--- config.mk ---
export PLATFORM = sky130hd
export DESIGN_NAME = erx_top
export DESIGN_NICKNAME = d
export VERILOG_FILES = /design/src/design/emesh_pkg.sv /design/src/design/link_pkg.sv /design/src/design/erx_top.sv /design/src/design/erx_fifo.sv /design/src/design/erx_unpack.sv /design/src/design/erx_sampler.sv
export SDC_FILE = /design/constraint.sdc
export NUM_CORES = 1
export LEC_CHECK = 0
export BUFFER_PORTS_ARGS = -buffer_cell sky130_fd_sc_hd__buf_2
export CAP_MARGIN = 10
export CORE_ASPECT_RATIO = 1.25
export CORE_MARGIN = 5
export CORE_UTILIZATION = 40
export DETAILED_ROUTE_END_ITERATION = 12
export SYNTH_ARGS = -nofsm -noshare
export SYNTH_HDL_FRONTEND = slang
export SYNTH_SLANG_ARGS = --single-unit
--- constraint.sdc ---
create_clock -name rx_lclk -period 8.6 [get_ports rx_lclk]
set_clock_uncertainty 0.2 [all_clocks]
set_input_delay 1.72 -clock rx_lclk [delete_from_list [all_inputs] [get_ports rx_lclk]]
set_output_delay 1.72 -clock rx_lclk [all_outputs]
set_load 0.03 [all_outputs]
--- src/design/emesh_pkg.sv ---
//########################################
// mesh packet format and rx buffering
//########################################

package emesh_pkg;

   localparam int PW = 104;   // flat packet width

   typedef logic [31:0] addr_t;   // dstaddr / srcaddr
   typedef logic [31:0] data_t;
   typedef logic [1:0]  mode_t;   // datamode, byte to double
   typedef logic [3:0]  ctrl_t;   // ctrlmode

   // access in bit 0, srcaddr on top
   typedef struct packed {
      addr_t srcaddr;
      data_t data;
      addr_t dstaddr;
      ctrl_t ctrlmode;
      mode_t datamode;
      logic  write;
      logic  access;
   } packet_t;

   // one fifo entry
   typedef struct packed {
      packet_t packet;
      logic    burst;   // follower inside a burst frame
   } rx_item_t;

   //########################################
   // output fifo
   //########################################
   localparam int FIFO_DEPTH = 8;
   localparam int FIFO_AW    = $clog2(FIFO_DEPTH);
   localparam int WAIT_LEVEL = 5;   // room left for packets in flight

   typedef logic [FIFO_AW-1:0] fifo_ptr_t;   // wraps by itself
   typedef logic [FIFO_AW:0]   fifo_cnt_t;   // 0 to FIFO_DEPTH

endpackage

--- src/design/link_pkg.sv ---
//########################################
// link side of the receiver
//########################################

package link_pkg;

   localparam int BEAT_W      = 16;   // bits per link beat
   localparam int BEATS       = 7;    // beats in a full packet
   localparam int BURST_FIRST = 3;    // first beat rewritten in a burst

   // one beat as it leaves the pad logic
   typedef logic [BEAT_W-1:0]       beat_t;

   // one-hot slot select, bit i writes beat i
   typedef logic [BEATS-1:0]        pointer_t;

   // raw sample, beat 0 in the low bits
   typedef logic [BEATS*BEAT_W-1:0] sample_t;

   localparam pointer_t PTR_FIRST = pointer_t'(1);                // slot of beat 0
   localparam pointer_t PTR_BURST = pointer_t'(1 << BURST_FIRST); // restart point in a burst

   // pins after the pad logic
   typedef struct packed {
      logic  frame;   // high for every beat of a transfer
      beat_t data;
   } link_in_t;

endpackage
--- src/design/erx_top.sv ---
`timescale 1ns/10ps

module erx_top
   (
   input  logic                rx_lclk,
   input  logic                reset,
   input  link_pkg::link_in_t  link,
   output emesh_pkg::rx_item_t out_item,
   output logic                out_valid,
   input  logic                out_ready,
   output logic                wr_wait,
   output logic                overflow
   );

   link_pkg::sample_t   sample;
   logic                sample_done;
   logic                sample_burst;
   emesh_pkg::rx_item_t item;
   logic                item_valid;

   // beats to raw sample
   erx_sampler erx_sampler_inst
      (
      .rx_lclk      (rx_lclk),
      .reset        (reset),
      .link         (link),
      .sample       (sample),
      .sample_done  (sample_done),
      .sample_burst (sample_burst)
      );

   // raw sample to mesh packet
   erx_unpack erx_unpack_inst
      (
      .rx_lclk      (rx_lclk),
      .reset        (reset),
      .sample       (sample),
      .sample_done  (sample_done),
      .sample_burst (sample_burst),
      .item         (item),
      .item_valid   (item_valid)
      );

   // buffer plus write wait
   erx_fifo erx_fifo_inst
      (
      .rx_lclk    (rx_lclk),
      .reset      (reset),
      .item       (item),
      .item_valid (item_valid),
      .out_item   (out_item),
      .out_valid  (out_valid),
      .out_ready  (out_ready),
      .wr_wait    (wr_wait),
      .overflow   (overflow)
      );

endmodule

--- src/design/erx_fifo.sv ---
`timescale 1ns/10ps

module erx_fifo
   (
   input  logic                rx_lclk,
   input  logic                reset,
   input  emesh_pkg::rx_item_t item,
   input  logic                item_valid,
   output emesh_pkg::rx_item_t out_item,
   output logic                out_valid,
   input  logic                out_ready,
   output logic                wr_wait,
   output logic                overflow
   );

   emesh_pkg::rx_item_t  mem [emesh_pkg::FIFO_DEPTH];
   emesh_pkg::fifo_ptr_t wr_ptr;
   emesh_pkg::fifo_ptr_t rd_ptr;
   emesh_pkg::fifo_cnt_t count;   // entries held
   logic                 full;
   logic                 wr_en;
   logic                 rd_en;

   //########################################
   // status and handshake
   //########################################
   assign full      = (count == emesh_pkg::fifo_cnt_t'(emesh_pkg::FIFO_DEPTH));
   assign out_valid = (count != '0);
   assign out_item  = mem[rd_ptr];         // head of queue
   assign rd_en     = out_valid & out_ready;
   assign wr_en     = item_valid & ~full;  // link cannot stall, drop instead

   // storage
   always_ff @(posedge rx_lclk)
   begin
      if (wr_en)
         mem[wr_ptr] <= item;
   end

   //########################################
   // pointers, count, pushback
   //########################################
   always_ff @(posedge rx_lclk or posedge reset)
   begin
      if (reset)
      begin
         wr_ptr   <= '0;
         rd_ptr   <= '0;
         count    <= '0;
         wr_wait  <= 1'b0;
         overflow <= 1'b0;
      end
      else
      begin
         if (wr_en)
            wr_ptr <= wr_ptr + 1'b1;
         if (rd_en)
            rd_ptr <= rd_ptr + 1'b1;

         case ({wr_en, rd_en})
            2'b10:   count <= count + 1'b1;
            2'b01:   count <= count - 1'b1;
            default: count <= count;   // both or none
         endcase

         // early warning, sender may still finish its packet
         wr_wait <= (count >= emesh_pkg::fifo_cnt_t'(emesh_pkg::WAIT_LEVEL));

         if (item_valid & full)
            overflow <= 1'b1;   // sticky until reset
      end
   end

endmodule

--- src/design/erx_unpack.sv ---
`timescale 1ns/10ps

module erx_unpack
   (
   input  logic                rx_lclk,
   input  logic                reset,
   input  link_pkg::sample_t   sample,
   input  logic                sample_done,
   input  logic                sample_burst,
   output emesh_pkg::rx_item_t item,
   output logic                item_valid
   );

   logic [emesh_pkg::PW-1:0] packet_flat;   // reordered sample

   //########################################
   // field map, sample to mesh packet
   //########################################
   assign packet_flat = {
      // srcaddr, msb byte first
      sample[87:80],
      sample[95:88],
      sample[103:96],
      sample[111:104],
      // data
      sample[55:48],
      sample[63:56],
      sample[71:64],
      sample[79:72],
      // dstaddr split over beats 0 to 2
      sample[11:8],
      sample[23:16],
      sample[31:24],
      sample[39:32],
      sample[47:44],
      sample[15:12],   // ctrlmode
      sample[43:42],   // datamode
      sample[41],      // write
      sample[40]       // access
   };

   // one cycle after the done strobe
   always_ff @(posedge rx_lclk or posedge reset)
   begin
      if (reset)
         item_valid <= 1'b0;
      else
         item_valid <= sample_done;
   end

   // hold until the next packet
   always_ff @(posedge rx_lclk)
   begin
      if (sample_done)
      begin
         item.packet <= emesh_pkg::packet_t'(packet_flat);
         item.burst  <= sample_burst;   // tag from the sampler
      end
   end

endmodule

--- src/design/erx_sampler.sv ---
`timescale 1ns/10ps

module erx_sampler
   (
   input  logic               rx_lclk,
   input  logic               reset,
   input  link_pkg::link_in_t link,
   output link_pkg::sample_t  sample,
   output logic               sample_done,
   output logic               sample_burst
   );

   logic               frame_reg;   // frame at the first flop
   logic               frame_old;   // one beat later
   link_pkg::beat_t    data_reg;
   logic               new_tran;    // rising edge of frame
   link_pkg::pointer_t pointer;     // slot for the next beat
   logic               last_beat;
   logic               cont;        // next sample is a burst follower

   //########################################
   // frame edge detector
   //########################################
   always_ff @(posedge rx_lclk or posedge reset)
   begin
      if (reset)
      begin
         frame_reg <= 1'b0;
         frame_old <= 1'b0;
      end
      else
      begin
         frame_reg <= link.frame;
         frame_old <= frame_reg;
      end
   end

   always_ff @(posedge rx_lclk)
      data_reg <= link.data;   // beat payload

   assign new_tran = frame_reg & ~frame_old;

   //########################################
   // write pointer
   //########################################
   // idle parks the pointer on slot 0, so a fresh frame always lands there
   assign last_beat = frame_reg & pointer[link_pkg::BEATS-1];

   always_ff @(posedge rx_lclk or posedge reset)
   begin
      if (reset)
         pointer <= link_pkg::PTR_FIRST;
      else if (!frame_reg)
         pointer <= link_pkg::PTR_FIRST;   // idle, wait at beat 0
      else if (pointer[link_pkg::BEATS-1])
         pointer <= link_pkg::PTR_BURST;   // anticipate a burst
      else
         pointer <= pointer << 1;          // middle of frame
   end

   // 112 bit sample, one 16 bit slot per beat
   always_ff @(posedge rx_lclk)
   begin
      if (frame_reg)
         for (int i = 0; i < link_pkg::BEATS; i++)
            if (pointer[i])
               sample[i*link_pkg::BEAT_W +: link_pkg::BEAT_W] <= data_reg;
   end

   //########################################
   // done strobe and burst tag
   //########################################
   always_ff @(posedge rx_lclk or posedge reset)
   begin
      if (reset)
      begin
         sample_done  <= 1'b0;
         sample_burst <= 1'b0;
         cont         <= 1'b0;
      end
      else
      begin
         sample_done <= last_beat;   // one pulse per packet
         if (last_beat)
            sample_burst <= cont;
         // frame still up after the last beat means more packets follow
         if (new_tran)
            cont <= 1'b0;
         else if (sample_done & frame_reg)
            cont <= 1'b1;
      end
   end

endmodule

==> results of run 1 <==
through the flow:
stage               total power [µW]  utilization  cells  setup WS [ps]
floorplan                       8752            -   1541           2644
global placement                9706       0.4255   2934           3581
detailed placement              9732       0.4255   2934           3535
CTS                            14160       0.4593   3125           2801
global route                   14500       0.4593   3125           2667
finish                         13920       0.4593   3125           2963
worst max-delay path, delay by kind of cell, from the launching register on:
kind	cells	cell delay, ps
buffers and inverters	2	740
flip-flops	1	1140
multiplexers	2	910
layout by cell type (no fill, tap or decap), types with 3 or more instances in the layout:
master	netlist	routed
clkinvlp_4	0	3
xnor2_1	5	5
nand3_1	4	4
buf_2	6	127
dfrtp_1	24	20
and2_1	7	7
dfrtp_4	0	4
nand2b_1	3	3
clkbuf_1	16	23
clkbuf_16	0	104
clkinv_2	0	28
inv_6	0	5
ha_1	5	5
buf_12	0	7
dfxtp_1	16	16
nor2_4	0	6
nor2b_1	5	5
edfxtp_1	1049	1049
bufinv_16	0	9
a21oi_1	4	4
buf_4	0	19
mux4_2	210	210
clkinv_1	0	15
nand2_1	4	4
mux2_2	108	108
inv_1	9	9
power breakdown:
part	internal, µW	leakage [µW]	switching (µW)
registers	5780	0.00988	209
logic	1520	0.00263	2000
clock network	2510	0.00163	1900
worst max-delay path by stage:
stage | from | to | slack [ps] | cells past startpoint
final | erx_fifo_inst.rd_ptr[0]$_DFFE_PP0P_ | out_item[14] | 2960 | 4
after detailed placement | erx_fifo_inst.rd_ptr[0]$_DFFE_PP0P_ | out_item[14] | 3530 | 4
after global placement | erx_fifo_inst.rd_ptr[0]$_DFFE_PP0P_ | out_item[14] | 3580 | 4
after floorplan | erx_fifo_inst.count[3]$_DFFE_PP0P_ | erx_fifo_inst.mem[7][0]$_DFFE_PP_ | 2640 | 3
after CTS | erx_fifo_inst.rd_ptr[0]$_DFFE_PP0P_ | out_item[14] | 2800 | 4
after global routing | erx_fifo_inst.rd_ptr[0]$_DFFE_PP0P_ | out_item[5] | 2670 | 4
cell families after synthesis:
group,synth area share
multiplexers,0.1520
AO/OA/AOI/OAI,0.001657
adder cells (fa/ha/maj),0.002103
XOR/XNOR,0.001338
flip-flops,0.8263
AND/OR/NAND/NOR,0.005800
buffers and inverters,0.01080
Yosys cell counts (2+ instances only):
library cell | count | area, µm²
mux4_2 | 210 | 4730
nor2_1 | 7 | 26.28
nor3b_1 | 2 | 15.01
inv_1 | 9 | 33.78
buf_2 | 6 | 30.03
nand2b_1 | 3 | 18.77
edfxtp_1 | 1049 | 31500
nor3_1 | 2 | 10.01
nand3_1 | 4 | 20.02
dfxtp_1 | 16 | 320.3
nand2_1 | 4 | 15.01
dfrtp_1 | 24 | 600.6
xnor2_1 | 5 | 43.79
o21ai_0 | 2 | 10.01
nor2b_1 | 5 | 31.28
a21oi_1 | 4 | 20.02
buf_1 | 17 | 63.81
buf_6 | 21 | 236.5
mux2_2 | 108 | 1216
ha_1 | 5 | 62.56
clkbuf_1 | 16 | 60.06
and2_1 | 7 | 43.79
per-layer routing:
layer,track usage,vias to the layer above
met5,0,-
met4,0.03918,0
met3,0.02190,94
met2,0.2759,442
met1,0.2096,9001
li1,-,6927
final cells by class:
| type | instances | area [µm²] |
|---|---|---|
| repair buffers | 153 | 918.4 |
| multi-input cells | 382 | 6462 |
| well taps | 1300 | 1627 |
| inverters | 9 | 33.78 |
| clock buffers | 128 | 2703 |
| flip-flops and latches | 1090 | 32460 |
| fillers | 7901 | 52740 |
| clock inverters | 63 | 589.3 |
==> flow_summary.ini, run 1 <==
[routing]
wl_mm = 82.91
dr.pass1.iters = 5
met1_length_mm = 34.29
avgRoutedWirePerCell_um = 26.53
highest_layer = met4
vias = 16464
drc = 0
drtAntennaViolNets = 0
wl_met2_mm = 43.18
vias_per_cell = 5.268
met3_length_mm = 4.108
drt_iter0_drc = 1331

[clock_network]
hold_buffers = 0
clock_sinks = 1090
cts_buffers = 103
cts_resized = 0
cts.clk_slew.worst_paths_ps = 60
htreeDepth = 3
root_buffer = clkbuf_16
cts_buffer_depth = 3
cts_setup_buffers = 0
clkLatencyLatePin_ps = 680
cts_tree = built

[synth]
synth-edff-count = 1049
syn_avg_cell_area_um2 = 25.48
synthArstFlopShare = 0.02294
yosysSeqAreaShare = 0.8263
synth_cells = 1541
synth_cell_types = 37
ys.flop_type = edfxtp_1
synthesis.nets = 1567
netlist_area_um2 = 39270
ys_ff_latch = 1090
yosysWarnings = 0

[die]
die_w_um = 290.2
core_area_um2 = 97530
fp.dieH_um = 360.3
initial_core_util = 0.4026
rows = 128
ios = 128
fp.dieArea_um2 = 104600

[outcome]
status = finished clean

[worst_setup_path]
crit_path_max_fanout = 84
crit_required_ps = 6680
crit_slowest_cell = dfrtp_4
path_cells = buf_12 -> mux4_2 -> mux2_2 -> buf_2
cp_slowest_stage_delay_ps = 1140
criticalPathCategory = register to primary output
r2r_start = erx_fifo_inst.count[0]$_DFFE_PP0P_
startpoint_type = register
critical_path_arrival_ps = 3720
reg2reg_depth = 5
setup.worst_path.end_class = primary output
worstReg2RegEnd = erx_fifo_inst.mem[0][63]$_DFFE_PP_
r2r_slack_ps = 4950

[job]
maxCapViolCount = 0

[grt]
grt_max_degree = 129
grt.total_usage = 0.1571
grt_pass1_vias = 17658
antenna_found_initial = 7
grt_pass1_wl_mm = 121.1
grt.overflow.total = 0

[layout]
num_antenna_cells = 0
final_cell_area_um2 = 44800
layout.nets = 1765
regMostFlops = erx_fifo_inst.mem
syn_to_final_growth_pct = 14.08
reg_top3 = erx_fifo_inst.mem: 840 flops, erx_unpack_inst.item: 105 flops, erx_sampler_inst.sample: 104 flops
largest_register_ffs = 840
drive_gt1_frac = 0.3501

[sta]
slew_viol_final = 0
fmax_mhz = 177.4
max_slew.worst_pin.slew_ps = 1160
tns_ps = 0
fin_crit_sh = 0.6555
setup_viol = 0
finalCriticalPeriod_ps = 5637
rsz0062_at_grt = no
max-slew-margin-rel = 0.2266
whs_ps = 199.9
hold_viol_final = 0

[worst_hold_path]
hold_start = erx_sampler_inst.sample[75]$_DFFE_PP_
holdPathStages = 0
hold_end = erx_unpack_inst.item[44]$_DFFE_PP_
min_path_type = register to register

[power]
power_density_nw_per_um2 = 310.8
leakagePower_uw = 0.01413
irDropWorstVdd_uv = 249.5

[placed_design]
hpwl_mm = 42.10
gp_congestion = 0.6902
place_area_um2 = 41500
portBuffers = 127
(Power assumes the default switching activity.)
==> run 2: changes to the inputs <==
clock period = 5.43 ns   (was 8.6 ns; I/O delays follow)
==> run 2 against run 1 <==
Clock power grew 56%. Sequential share of layout area fell by 0.067 points. Non-clock buffer count up 1. Critical endpoint is now out_item[81]. Worst setup slack worse by 1800 ps. Wire length is 0.75% lower. First-iteration DRC count is 22% lower.
==> flow_summary.ini, run 2 (synthesized netlist as in run 1, its figures left out) <==
[die]
rows = 128
fp.dieH_um = 360.3
initial_core_util = 0.4026
die_w_um = 290.2
ios = 128
fp.dieArea_um2 = 104600
core_area_um2 = 97530

[layout]
syn_to_final_growth_pct = 14.19
layout_commonest_cell = edfxtp_1
regMostFlops = erx_fifo_inst.mem
layout.nets = 1762
reg_top3 = erx_fifo_inst.mem: 840 flops, erx_unpack_inst.item: 105 flops, erx_sampler_inst.sample: 104 flops
multi_input_area_um2 = 6462
seqCellArea_um2 = 32460
mostFrequentLayoutCells = 1049 x edfxtp_1, 210 x mux4_2, 127 x buf_2
largest_register_ffs = 840
fillers = 7952
drive_gt1_frac = 0.3467

[clock_network]
cts.clk_slew.worst_paths_ps = 60
hold_buffers = 0
cts_setup_buffers = 0
cts_buffers = 99
cts_resized = 0
cts_tree = built
clock_sinks = 1090
htreeDepth = 3
cts_buffer_depth = 3
root_buffer = clkbuf_16
clkLatencyLatePin_ps = 660

[worst_setup_path]
startpoint_type = register
r2r_slack_ps = 2180
critical_path_arrival_ps = 2980
reg2reg_depth = 8
crit_path_max_fanout = 66
setup.worst_path.end_class = primary output
worstReg2RegEnd = erx_fifo_inst.count[3]$_DFFE_PP0P_
crit_required_ps = 4140
criticalPathCategory = register to primary output
r2r_start = erx_fifo_inst.count[0]$_DFFE_PP0P_
crit_start = erx_fifo_inst.rd_ptr[1]$_DFFE_PP0P_
crit_end = out_item[81]

[routing]
drt_iter0_drc = 1040
dr.pass1.iters = 6
wl_mm = 82.29
avgRoutedWirePerCell_um = 26.38
drc = 0
vias = 16382
vias_per_cell = 5.252
drtAntennaViolNets = 0

[grt]
grt_pass1_wl_mm = 121.5
grt_pass1_vias = 17691
grt_max_degree = 106
grt.overflow.total = 0
antenna_found_initial = 9
grt.total_usage = 0.1569

[sta]
max-slew-margin-rel = 0.2498
setup_viol = 0
fmax_mhz = 234.2
fin_crit_sh = 0.7865
hold_viol_final = 0
rsz0062_at_grt = no
max_slew.worst_pin.slew_ps = 1125
slew_viol_final = 0
tns_ps = 0
finalCriticalPeriod_ps = 4271

[placed_design]
portBuffers = 127
hpwl_mm = 41.01
gp_congestion = 0.6807

[power]
irDropWorstVdd_uv = 691.9
total_power_uw = 21960
power_density_nw_per_um2 = 489.9
leakagePower_uw = 0.01412

[worst_hold_path]
min_path_type = register to register
hold_start = erx_sampler_inst.sample[39]$_DFFE_PP_

[outcome]
status = finished clean

[job]
maxCapViolCount = 0
==> run 2: changes by cell type in the layout (fill, tap and decap cells not counted), sizes merged <==
cell	previous run	this run
bufinv	9	11
inv	16	13
clkinv	44	41
diode	0	2
buf	153	154
clkbuf	128	123
==> run 2: worst max-delay path, cell delays in order (launching register included) <==
cell,delay [ps]
dfrtp_4,890
buf_12,450
mux4_2,370
mux2_2,340
buf_2,200
==> run 2: through the flow <==
step | cell area, µm² | cells | hold WS, ps | util | setup slack, ps
6_report | 44840 | 3119 | 213.3 | 0.4597 | 1159
5_1_grt | 44830 | 3117 | 215.4 | 0.4597 | 964.6
2_1_floorplan | 39280 | 1541 | 200.3 | - | -526.3
4_1_cts | 44830 | 3117 | 214.7 | 0.4597 | 1070
3_3_place_gp | 41610 | 2935 | 200.3 | 0.4266 | 1814
3_5_place_dp | 41610 | 2935 | 204.5 | 0.4266 | 1794
==> run 2: power by group <==
part / internal (µW) / switching, µW / total, µW
Combinational: 2430 / 3220 / 5650
Clock: 3980 / 2920 / 6900
Sequential: 9160 / 255 / 9410
==> run 2: area by class of cell <==
class	count	area share
antenna	2	0.0001116
clock buffer	123	0.05910
clock inverter	59	0.01272
inverter	9	0.0007535
multi-input combinational	382	0.1441
sequential	1090	0.7240
tap	1300	0.03628
timing repair buffer	154	0.02288
==> run 2: worst min-delay path by stage <==
stage	to	cells after the start
after floorplan	erx_unpack_inst.item[100]$_DFFE_PP_	0
after global placement	erx_unpack_inst.item[46]$_DFFE_PP_	0
after detailed placement	erx_unpack_inst.item[20]$_DFFE_PP_	0
after CTS	erx_unpack_inst.item[73]$_DFFE_PP_	0
after global routing	erx_unpack_inst.item[41]$_DFFE_PP_	0
final	erx_unpack_inst.item[20]$_DFFE_PP_	0
==> run 2: per-layer routing <==
layer,global-route usage,up-vias,share of wire
met5,0,-,0
met4,0.03533,0,0.016
met3,0.02657,91,0.055
met2,0.2719,459,0.51
met1,0.2113,8917,0.42
li1,-,6915,-
==> run 3: changes to the inputs <==
clock period = 4.4 ns   (was 5.43 ns; I/O delays follow)
==> run 3 against run 2 <==
Non-clock buffer count increased by 14. Die area stayed put. Count of clock-buffer cells in the layout down 5. Utilization grew 0.45 points. Final area is 0.97% higher. Largest power group unchanged. Sequential share of layout area is 0.70 points lower. Highest routed layer unchanged. Global-route usage is 0.11 points lower.
==> flow_summary.ini, run 3 (synthesized netlist as in run 1, its figures left out) <==
[outcome]
status = finished clean

[die]
die_w_um = 290.2
core_area_um2 = 97530
rows = 128
initial_core_util = 0.4026
fp.dieArea_um2 = 104600
ios = 128
fp.dieH_um = 360.3

[worst_setup_path]
criticalPathCategory = register to primary output
critical_path_arrival_ps = 2830
crit_required_ps = 3320
crit_path_max_fanout = 24
startpoint_type = register
setup.worst_path.end_class = primary output

[power]
total_power_uw = 27470
leakagePower_uw = 0.01431
power_density_nw_per_um2 = 606.7
irDropWorstVdd_uv = 435.9

[clock_network]
htreeDepth = 3
cts_tree = built
root_buffer = clkbuf_16
cts_buffers = 98
clock_sinks = 1090
clkLatencyLatePin_ps = 670
cts.clk_slew.worst_paths_ps = 70
cts_buffer_depth = 3

[layout]
regMostFlops = erx_fifo_inst.mem
reg_top3 = erx_fifo_inst.mem: 840 flops, erx_unpack_inst.item: 105 flops, erx_sampler_inst.sample: 104 flops
stdcell_count = 3134
syn_to_final_growth_pct = 15.30
drive_gt1_frac = 0.3570
seqCellArea_um2 = 32460
layout_commonest_cell = edfxtp_1
layout.nets = 1775
largest_register_ffs = 840
mostFrequentLayoutCells = 1049 x edfxtp_1, 210 x mux4_2, 127 x buf_2
fillers = 7849
multi_input_area_um2 = 6462

[sta]
max_slew.worst_pin.slew_ps = 1142
rsz0062_at_grt = no
finalCriticalPeriod_ps = 3910
max-slew-margin-rel = 0.2376
fmax_mhz = 255.8
setup_viol = 0
slew_viol_final = 0
fin_crit_sh = 0.8886
tns_ps = 0
hold_viol_final = 0

[routing]
drt_iter0_drc = 1296
wl_mm = 82.30
drc = 0
avgRoutedWirePerCell_um = 26.26
vias_per_cell = 5.209
dr.pass1.iters = 5
vias = 16324
drtAntennaViolNets = 0

[grt]
met3_usage = 0.02657
grt_pass1_vias = 17651
busiest_layer = met2
antenna_found_initial = 9
grt_pass1_wl_mm = 120.4
grt_util_met1 = 0.2106
grt.overflow.total = 0
grt_max_degree = 89
grt.total_usage = 0.1558
grt_use_met2 = 0.2655

[job]
maxCapViolCount = 0

[placed_design]
dpl.cell_count = 2947
portBuffers = 127
gp_congestion = 0.6965
hpwl_mm = 44.12

[worst_hold_path]
min_path_type = input pin to register
==> run 3: path summary, 6_finish.rpt <==
kind	startpoint	to	slack [ps]	depth (start not counted)
hold reg to reg	erx_sampler_inst.sample[110]$_DFFE_PP_	erx_unpack_inst.item[79]$_DFFE_PP_	210	0
max in group asynchronous	reset	erx_sampler_inst.pointer[0]$_DFF_PP1_	3020	4
min in group asynchronous	reset	erx_fifo_inst.wr_wait$_DFF_PP0_	490	3
setup / recovery	erx_fifo_inst.rd_ptr[0]$_DFFE_PP0P_	out_item[20]	490	5
setup reg to reg	erx_fifo_inst.count[0]$_DFFE_PP0P_	erx_fifo_inst.count[3]$_DFFE_PP0P_	1180	8
hold / removal	link[11]	erx_sampler_inst.data_reg[11]$_DFF_P_	110	1
==> run 3: stage by stage <==
stage	cell area (µm²)	worst slack (ps)	utilization	hold slack, ps
2_1_floorplan	39280	-1556	-	200.3
3_3_place_gp	41880	1144	0.4294	200.6
3_5_place_dp	41880	1139	0.4294	204.5
4_1_cts	45230	410.6	0.4637	50.50
5_1_grt	45270	361.6	0.4641	70.90
6_report	45270	490.3	0.4642	108.6
==> run 3: timing repair <==
action                                 in CTS  in global routing
hold buffers                                0                  1
gates resized for setup                     0                  0
endpoints found under the hold margin       0                  3
buffers inserted                            0                  0
==> run 3: metal layers <==
layer,share of wire,wire length [µm]
met1,0.42,34520
met2,0.51,42320
met3,0.046,3766
met4,0.021,1696
met5,0,0
==> run 3: worst max-delay path, cell delays in order, from the launching register on <==
cell and delay [ps]:
dfrtp_4 590, buf_12 280, buf_4 250, mux4_2 520
mux2_2 320, buf_2 190
==> run 3: final cells by class <==
cell class                      count  share of cell area
Tap cell                         1300             0.03593
Sequential cell                  1090              0.7170
Clock inverter                     65             0.01686
Inverter                            9           0.0007462
Clock buffer                      118             0.05724
Timing Repair Buffer              168             0.02935
Multi-Input combinational cell    382              0.1427
Antenna cell                        2           0.0001105
==> run 3: power by group <==
| part | internal [µW] | leakage (µW) | total [µW] | switching, µW |
|---|---|---|---|---|
| Combinational | 3080 | 0.00279 | 7170 | 4090 |
| Sequential | 11300 | 0.00988 | 11500 | 192 |
| Clock | 5110 | 0.00164 | 8800 | 3680 |
